[config.mk]
export PLATFORM = sky130hd
export DESIGN_NAME = msx_io_subsystem
export DESIGN_NICKNAME = d
export VERILOG_FILES = /design/src/hw/msx_io_pkg.sv /design/src/hw/msx_io_subsystem.sv /design/src/hw/msx_key_matrix.sv /design/src/hw/msx_slot_select.sv /design/src/hw/ip_ppi_mirror.sv
export SDC_FILE = /design/constraint.sdc
export NUM_CORES = 1
export LEC_CHECK = 0
export ABC_AREA = 1
export CAP_MARGIN = 20
export CORE_MARGIN = 3
export CORE_UTILIZATION = 50
export CTS_CLUSTER_DIAMETER = 30
export DETAILED_ROUTE_END_ITERATION = 16
export DONT_BUFFER_PORTS = 1
export PLACE_DENSITY = 0.7
export REMOVE_ABC_BUFFERS = 1
export SLEW_MARGIN = 10
export SYNTH_ARGS = -nofsm -noshare
export SYNTH_HDL_FRONTEND = slang
export SYNTH_SLANG_ARGS = --single-unit
[constraint.sdc]
create_clock -name clk -period 2 [get_ports clk]
set_input_delay 0.4 -clock clk [delete_from_list [all_inputs] [get_ports clk]]
set_output_delay 0.4 -clock clk [all_outputs]
set_load 0.005 [all_outputs]
[src/hw/msx_io_pkg.sv]
package msx_io_pkg;

	// ------------------------------------------------------------------------
	// PPI I/O window
	// ------------------------------------------------------------------------

	// the PPI sits at A8h..ABh, only address bits 7..2 take part in the decode
	localparam logic [7:0] ppi_base_addr = 8'hA8;

	// port index taken from address bits 1..0
	localparam logic [1:0] ppi_port_a    = 2'd0;
	localparam logic [1:0] ppi_port_b    = 2'd1;
	localparam logic [1:0] ppi_port_c    = 2'd2;
	// mode register, writes are dropped and reads give FFh
	localparam logic [1:0] ppi_port_mode = 2'd3;

	// ------------------------------------------------------------------------
	// reset values
	// ------------------------------------------------------------------------

	// all four pages start in slot 0
	localparam logic [7:0] primary_slot_reset = 8'h00;
	// row F, motor off, cas write high, caps led off, click low
	localparam logic [7:0] port_c_reset       = 8'h7F;

	// ------------------------------------------------------------------------
	// keyboard
	// ------------------------------------------------------------------------

	// rows 0..10 carry keys on an MSX body
	localparam int key_rows     = 11;
	// width of the row index in port C and in key events
	localparam int key_row_bits = 4;

	// ------------------------------------------------------------------------
	// port C byte
	// ------------------------------------------------------------------------

	// written from the bus as a whole byte, read by the rest of the body
	// bit by bit
	typedef union packed {
		// plain byte as it travels on the data bus
		logic [7:0] raw;
		// msb first, so click_sound is bit 7 and row is bits 3..0
		struct packed {
			logic                    click_sound;
			logic                    caps_led_off;
			logic                    cas_write;
			logic                    motor_off;
			logic [key_row_bits-1:0] row;
		} field;
	} ppi_port_c_t;

endpackage
[src/hw/msx_io_subsystem.sv]
`timescale 1ns/1ps

module msx_io_subsystem
	import msx_io_pkg::*;
(
	input  logic                    clk,
	input  logic                    n_reset,
	// cpu side bus
	input  logic [15:0]             bus_address,
	input  logic [7:0]              bus_write_data,
	input  logic                    bus_read,
	input  logic                    bus_write,
	input  logic                    bus_io,
	input  logic                    bus_memory,
	output logic [7:0]              bus_read_data,
	output logic                    bus_io_cs,
	// primary slot enables
	output logic [3:0]              slot_select,
	// port C control lines
	output logic                    motor_off,
	output logic                    cas_write,
	output logic                    caps_led_off,
	output logic                    click_sound,
	// row under scan, brought out for observation
	output logic [key_row_bits-1:0] key_matrix_row,
	// key events from outside
	input  logic                    key_event,
	input  logic [key_row_bits-1:0] key_code_row,
	input  logic [2:0]              key_code_column,
	input  logic                    key_pressed
);

	logic [7:0] primary_slot;
	logic [7:0] key_matrix_column;

	// ------------------------------------------------------------------------
	// PPI, ports A8h..ABh
	// ------------------------------------------------------------------------

	ip_ppi_mirror u_ppi (
		.clk               (clk),
		.n_reset           (n_reset),
		.bus_address       (bus_address),
		.bus_write_data    (bus_write_data),
		.bus_read          (bus_read),
		.bus_write         (bus_write),
		.bus_io            (bus_io),
		.bus_io_cs         (bus_io_cs),
		.bus_read_data     (bus_read_data),
		.primary_slot      (primary_slot),
		.key_matrix_row    (key_matrix_row),
		.key_matrix_column (key_matrix_column),
		.motor_off         (motor_off),
		.cas_write         (cas_write),
		.caps_led_off      (caps_led_off),
		.click_sound       (click_sound)
	);

	// ------------------------------------------------------------------------
	// primary slot decode
	// ------------------------------------------------------------------------

	// purely combinational from the current address and port A
	msx_slot_select u_slot (
		.bus_address  (bus_address),
		.bus_memory   (bus_memory),
		.primary_slot (primary_slot),
		.slot_select  (slot_select)
	);

	// ------------------------------------------------------------------------
	// keyboard matrix
	// ------------------------------------------------------------------------

	// row comes from port C, column byte goes back as port B
	msx_key_matrix u_keys (
		.clk               (clk),
		.n_reset           (n_reset),
		.key_event         (key_event),
		.key_code_row      (key_code_row),
		.key_code_column   (key_code_column),
		.key_pressed       (key_pressed),
		.key_matrix_row    (key_matrix_row),
		.key_matrix_column (key_matrix_column)
	);

endmodule

[src/hw/msx_key_matrix.sv]
`timescale 1ns/1ps

module msx_key_matrix
	import msx_io_pkg::*;
(
	input  logic                    clk,
	input  logic                    n_reset,
	// key events from outside, one clk strobe per change
	input  logic                    key_event,
	input  logic [key_row_bits-1:0] key_code_row,
	input  logic [2:0]              key_code_column,
	// 1 for a press, 0 for a release
	input  logic                    key_pressed,
	// scan side, row from PPI port C
	input  logic [key_row_bits-1:0] key_matrix_row,
	// active low, a pressed key pulls its bit to 0
	output logic [7:0]              key_matrix_column
);

	// one byte of pressed bits per row, 1 = key down
	logic [7:0] ff_pressed [key_rows];
	logic       event_row_ok;
	logic       scan_row_ok;

	// ------------------------------------------------------------------------
	// row range checks
	// ------------------------------------------------------------------------

	// rows 11..15 exist in the row code but carry no keys
	assign event_row_ok = (key_code_row < key_rows);
	assign scan_row_ok  = (key_matrix_row < key_rows);

	// ------------------------------------------------------------------------
	// key state update
	// ------------------------------------------------------------------------

	// every key starts released after reset
	// a single event touches one bit, the rest of the row is kept
	always_ff @(posedge clk) begin
		if (!n_reset) begin
			for (int i = 0; i < key_rows; i++) begin
				ff_pressed[i] <= 8'h00;
			end
		end else if (key_event && event_row_ok) begin
			ff_pressed[key_code_row][key_code_column] <= key_pressed;
		end
	end

	// ------------------------------------------------------------------------
	// row read out
	// ------------------------------------------------------------------------

	// inverted here so the PPI sees the active low column byte of a real
	// MSX keyboard
	// empty rows read as all keys up
	always_comb begin
		if (scan_row_ok) begin
			key_matrix_column = ~ff_pressed[key_matrix_row];
		end else begin
			key_matrix_column = 8'hFF;
		end
	end

	// ------------------------------------------------------------------------
	// checks
	// ------------------------------------------------------------------------

	// the key source only reports keys that exist
	a_event_row_range: assert property (
		@(posedge clk) disable iff (!n_reset)
		key_event |-> (key_code_row < key_rows)
	) else $error("key event on row %0d outside the matrix", key_code_row);

endmodule

[src/hw/msx_slot_select.sv]
`timescale 1ns/1ps

module msx_slot_select (
	// memory side of the cpu bus
	input  logic [15:0] bus_address,
	input  logic        bus_memory,
	// primary slot register from PPI port A
	input  logic [7:0]  primary_slot,
	// one-hot slot enable
	output logic [3:0]  slot_select
);

	logic [1:0] page;
	logic [1:0] slot;

	// ------------------------------------------------------------------------
	// page to slot lookup
	// ------------------------------------------------------------------------

	// the 64k space is four 16k pages, page n uses bits 2n+1..2n of port A
	assign page = bus_address[15:14];

	always_comb begin
		case (page)
			2'd0:    slot = primary_slot[1:0];
			2'd1:    slot = primary_slot[3:2];
			2'd2:    slot = primary_slot[5:4];
			default: slot = primary_slot[7:6];
		endcase
	end

	// ------------------------------------------------------------------------
	// one-hot select
	// ------------------------------------------------------------------------

	// only drive a select during a memory cycle, I/O cycles leave every
	// slot idle
	always_comb begin
		slot_select = 4'b0000;
		if (bus_memory) begin
			case (slot)
				2'd0:    slot_select = 4'b0001;
				2'd1:    slot_select = 4'b0010;
				2'd2:    slot_select = 4'b0100;
				default: slot_select = 4'b1000;
			endcase
		end
	end

	// ------------------------------------------------------------------------
	// checks
	// ------------------------------------------------------------------------

	// no clock here, so a deferred check once the inputs have settled
	// exactly one slot in a memory cycle, none outside it
	always_comb begin
		if (bus_memory) begin
			a_slot_onehot: assert final ($onehot(slot_select))
				else $error("slot_select not one-hot in memory cycle: %b", slot_select);
		end else begin
			a_slot_idle: assert final (slot_select == 4'b0000)
				else $error("slot_select active outside memory cycle: %b", slot_select);
		end
	end

endmodule

[src/hw/ip_ppi_mirror.sv]
`timescale 1ns/1ps

module ip_ppi_mirror
	import msx_io_pkg::*;
(
	input  logic                    clk,
	input  logic                    n_reset,
	// cpu side bus
	input  logic [15:0]             bus_address,
	input  logic [7:0]              bus_write_data,
	input  logic                    bus_read,
	input  logic                    bus_write,
	input  logic                    bus_io,
	output logic                    bus_io_cs,
	output logic [7:0]              bus_read_data,
	// slot register towards the slot selector
	output logic [7:0]              primary_slot,
	// keyboard scan
	output logic [key_row_bits-1:0] key_matrix_row,
	input  logic [7:0]              key_matrix_column,
	// port C control lines
	output logic                    motor_off,
	output logic                    cas_write,
	output logic                    caps_led_off,
	output logic                    click_sound
);

	logic        ppi_dec;
	logic        ppi_wr;
	logic        ppi_rd;
	logic [1:0]  port_sel;
	logic [7:0]  ff_primary_slot;
	ppi_port_c_t ff_port_c;

	// ------------------------------------------------------------------------
	// address decode
	// ------------------------------------------------------------------------

	// match on bits 7..2 only, the high byte of an I/O address is ignored
	assign ppi_dec   = (bus_address[7:2] == ppi_base_addr[7:2]);
	assign port_sel  = bus_address[1:0];

	// chip select only counts in an I/O cycle
	assign bus_io_cs = bus_io && ppi_dec;

	// strobes are levels, a long write just rewrites the same value
	assign ppi_wr    = bus_io_cs && bus_write;
	assign ppi_rd    = bus_io_cs && bus_read;

	// ------------------------------------------------------------------------
	// write registers
	// ------------------------------------------------------------------------

	// port A holds the primary slot register, port C the keyboard row and
	// the cassette / led / click bits
	// port B is input only and the mode port is not modelled
	always_ff @(posedge clk) begin
		if (!n_reset) begin
			ff_primary_slot <= primary_slot_reset;
			ff_port_c.raw   <= port_c_reset;
		end else if (ppi_wr) begin
			case (port_sel)
				ppi_port_a: begin
					ff_primary_slot <= bus_write_data;
				end
				ppi_port_c: begin
					ff_port_c.raw <= bus_write_data;
				end
				default: begin
					// port B and mode writes are dropped
				end
			endcase
		end
	end

	// control outputs come straight from the field view
	assign primary_slot   = ff_primary_slot;
	assign key_matrix_row = ff_port_c.field.row;
	assign motor_off      = ff_port_c.field.motor_off;
	assign cas_write      = ff_port_c.field.cas_write;
	assign caps_led_off   = ff_port_c.field.caps_led_off;
	assign click_sound    = ff_port_c.field.click_sound;

	// ------------------------------------------------------------------------
	// read back
	// ------------------------------------------------------------------------

	// combinational, data is valid in the cycle of the read strobe
	// idle bus reads as 00h so it can be or-ed with other devices
	always_comb begin
		bus_read_data = 8'h00;
		if (ppi_rd) begin
			case (port_sel)
				ppi_port_a:    bus_read_data = ff_primary_slot;
				// port B is the column byte of the row selected in port C
				ppi_port_b:    bus_read_data = key_matrix_column;
				ppi_port_c:    bus_read_data = ff_port_c.raw;
				ppi_port_mode: bus_read_data = 8'hFF;
				default:       bus_read_data = 8'h00;
			endcase
		end
	end

	// ------------------------------------------------------------------------
	// checks
	// ------------------------------------------------------------------------

	// the cpu never drives both strobes in one I/O cycle
	a_io_rd_wr_exclusive: assert property (
		@(posedge clk) disable iff (!n_reset)
		bus_io |-> !(bus_read && bus_write)
	) else $error("bus_read and bus_write both high in an I/O cycle");

endmodule

==> results.cfg <==
[timing]
skew_ps = 3.971
fmax_mhz = 455.9
rsz0062_at_grt = yes
setup_violations = 8
finalCritPeriodShare = 1.097
maxSlewViolCount = 0
hold_violations = 0
setup_ws_ps = -193.4
period_needed_ps = 2193

[clock_tree]
cts.sink_count = 148
cts_max_path_buffers = 2
htree_levels = 4
cts_setup_buffers = 0
worstSkewPairLatency_ps = 420
clk_pin_slew_worst_paths_ps = 60
cts-root-buf = clkbuf_16
postCtsHoldBufs = 0
numCtsBuffers = 17
cts_tree = built

[die]
die_x_um = 127.6
initial_core_util = 0.5221
die_h_um = 127.6
dieArea_mm2 = 0.01627
rows = 43
boundaryPins = 60
core_area_mm2 = 0.01415

[detailed_routing]
post_drt_via_cell_ratio = 5.537
drt.antenna.violating_nets = 0
num_vias = 6213
drt_first_iter_violations = 624
routedWlPerCell_um = 16.23
first_pass_iters = 5
drc = 0
wl_um = 18210

[hold_path]
whs_path_depth = 2
hold_start = bus_write_data[5]
whs_endpoint = u_ppi.ff_port_c[5]
min_path_type = input pin to flop

[pwr]
intPower_mw = 5.551
switching_power_mw = 1.548
p_leak_nw = 3.503
power.density_mw_per_mm2 = 806.6
power_frac_seq = 0.496
comb_power_share = 0.052
peakVddDrop_uv = 653.4
p_sw_frac = 0.2180
p_clk_frac = 0.452

[critical_path]
reg2reg_to = u_ppi.ff_port_c[0]
r2r_start = u_ppi.ff_port_c[0]
arrival_ps = 1790
r2r_slack_ps = 1290
cp-end-kind = output port
cp-start-kind = flop
critPathKind = flop to output port
crit_path_max_fanout = 20
crit_required_ps = 1600
ff2ff_path_depth = 2

[logic_synthesis]
synth_cell_types = 29
ys_ff_latch = 148
async_flop_share = 0
syn_avg_cell_area_um2 = 8.442
synth_enable_flop_cells = 120
synthFlopType = edfxtp_1
yosysSeqAreaShare = 0.5637
syn_area_mm2 = 0.007387
synthCells = 875
ys_warn_count = 0

[global_routing]
grtUsageTotal = 0.2323
overflow = 0
grt_antenna_before_repair = 0
grt_pass1_wl_um = 29550
first_global_vias = 5900
grt_max_degree = 106

[placement]
hpwl_um = 11500
io_buffers = 0
gp_congestion = 0.8730
place_area_mm2 = 0.007981
dp_slack_ps = 41.30

[final_layout]
layout-drive-gt1-share = 0.1444
layout_commonest_cell = nand2_1
final_nets = 968
final_cell_mix = 274 x nand2_1, 120 x edfxtp_1, 101 x nor2_1
diodes = 0
syn2layout_area_growth_pct = 19.14
design_area_mm2 = 0.008801

[status]
violations = negative setup slack
status = finished with violations

[run]
max-cap-violations = 0
## cells by family (layout without fill, tap and decap cells)
group | Yosys count | count (layout) | share of synthesized area
flip-flops | 148 | 148 | 0.5637
AO/OA/AOI/OAI | 94 | 94 | 0.06944
other | 1 | 40 | 0.0005076
buffers and inverters | 93 | 121 | 0.04997
AND/OR/NAND/NOR | 539 | 539 | 0.3164
## area by class of cell
class	count	area [um^2]
clock inverters	10	61.31
inverters	42	165.2
repair buffers	47	545.5
fillers	1213	5349
clock buffers	22	550.5
multi-input cells	673	3082
flip-flops and latches	148	4172
well taps	180	225.2
## cells in the mapped netlist, types with 7 or more instances
| library cell | number | area [um^2] |
|---|---|---|
| edfxtp_1 | 120 | 3603 |
| nand2_1 | 281 | 1055 |
| nor2_4 | 7 | 78.83 |
| buf_1 | 9 | 33.78 |
| o21ai_0 | 62 | 310.3 |
| inv_1 | 35 | 131.4 |
| o211ai_1 | 8 | 60.06 |
| inv_2 | 7 | 26.28 |
| buf_2 | 7 | 35.03 |
| nor2_1 | 101 | 379.1 |
| clkbuf_1 | 33 | 123.9 |
| nor3_1 | 32 | 160.2 |
| nand2_2 | 7 | 43.79 |
| a21oi_1 | 17 | 85.08 |
| nand3_1 | 96 | 480.5 |
| dfxtp_1 | 28 | 560.5 |
## registers in the layout, indices dropped and copies added (netlist names), named ones only
| signal | count |
|---|---|
| u_keys.ff_pressed | 128 |
| u_ppi.ff_port_c | 8 |
| u_ppi.primary_slot | 8 |
## worst max-delay path, stage by stage, from the launching register on
cell     delay [ps]
dfxtp_4         390
inv_6            70
buf_12          150
nand2_1          60
nand3_1          60
nand3_1         100
nand2_1          80
nand2_1          80
nand2_1          70
nand2_1          70
nand2_2          60
a21oi_2         180
## worst max-delay path by stage
stage          slack [ps]                  endpoint            start  cells after the start
2_1_floorplan       -1400  u_keys.ff_pressed[11][0]  key_code_row[2]                      5
3_3_place_gp          100   u_keys.ff_pressed[9][3]  key_code_row[2]                      8
3_5_place_dp           40   u_keys.ff_pressed[4][5]  key_code_row[1]                      8
4_1_cts              -210          bus_read_data[3]             flop                     11
5_1_grt              -320          bus_read_data[0]             flop                     11
6_report             -190          bus_read_data[2]             flop                     11
## power groups by stage
stage | Sequential (mW) | Clock [mW] | Combinational, mW
final | 3.52 | 3.21 | 0.368
after global routing | 3.54 | 3.35 | 0.419
after CTS | 3.52 | 3.24 | 0.362
after detailed placement | 3.59 | 0 | 0.353
after global placement | 3.58 | 0 | 0.345
after floorplan | 3.58 | 0 | 0.250
## through the flow
step	hold WS [ps]	TNS (ps)	cells	power, mW	util
after floorplan	446.3	-119000	863	3.826	-
after global placement	468.2	0	1087	3.929	0.5641
after detailed placement	473.2	0	1087	3.942	0.5641
after CTS	64.08	-1479	1122	7.129	0.6192
after global routing	83.56	-2308	1122	7.301	0.6220
final	90.86	-1299	1122	7.099	0.6220
## per-layer routing
metal | vias to the layer above | GRT usage | wire, um
li1 | 3020 | - | -
met1 | 2924 | 0.2995 | 7610
met2 | 245 | 0.3896 | 9030
met3 | 24 | 0.04473 | 1286
met4 | 0 | 0.08770 | 281
met5 | - | 0 | 0
## what timing repair did
item | 4_1_cts | 5_1_grt
pin swaps | 9 | 9
hold endpoints to repair | 0 | 0
gates resized for setup | 28 | 9
endpoints found under the setup margin | 8 | 8
cloned | 3 | 0
Power figures use the tool's default switching activity.
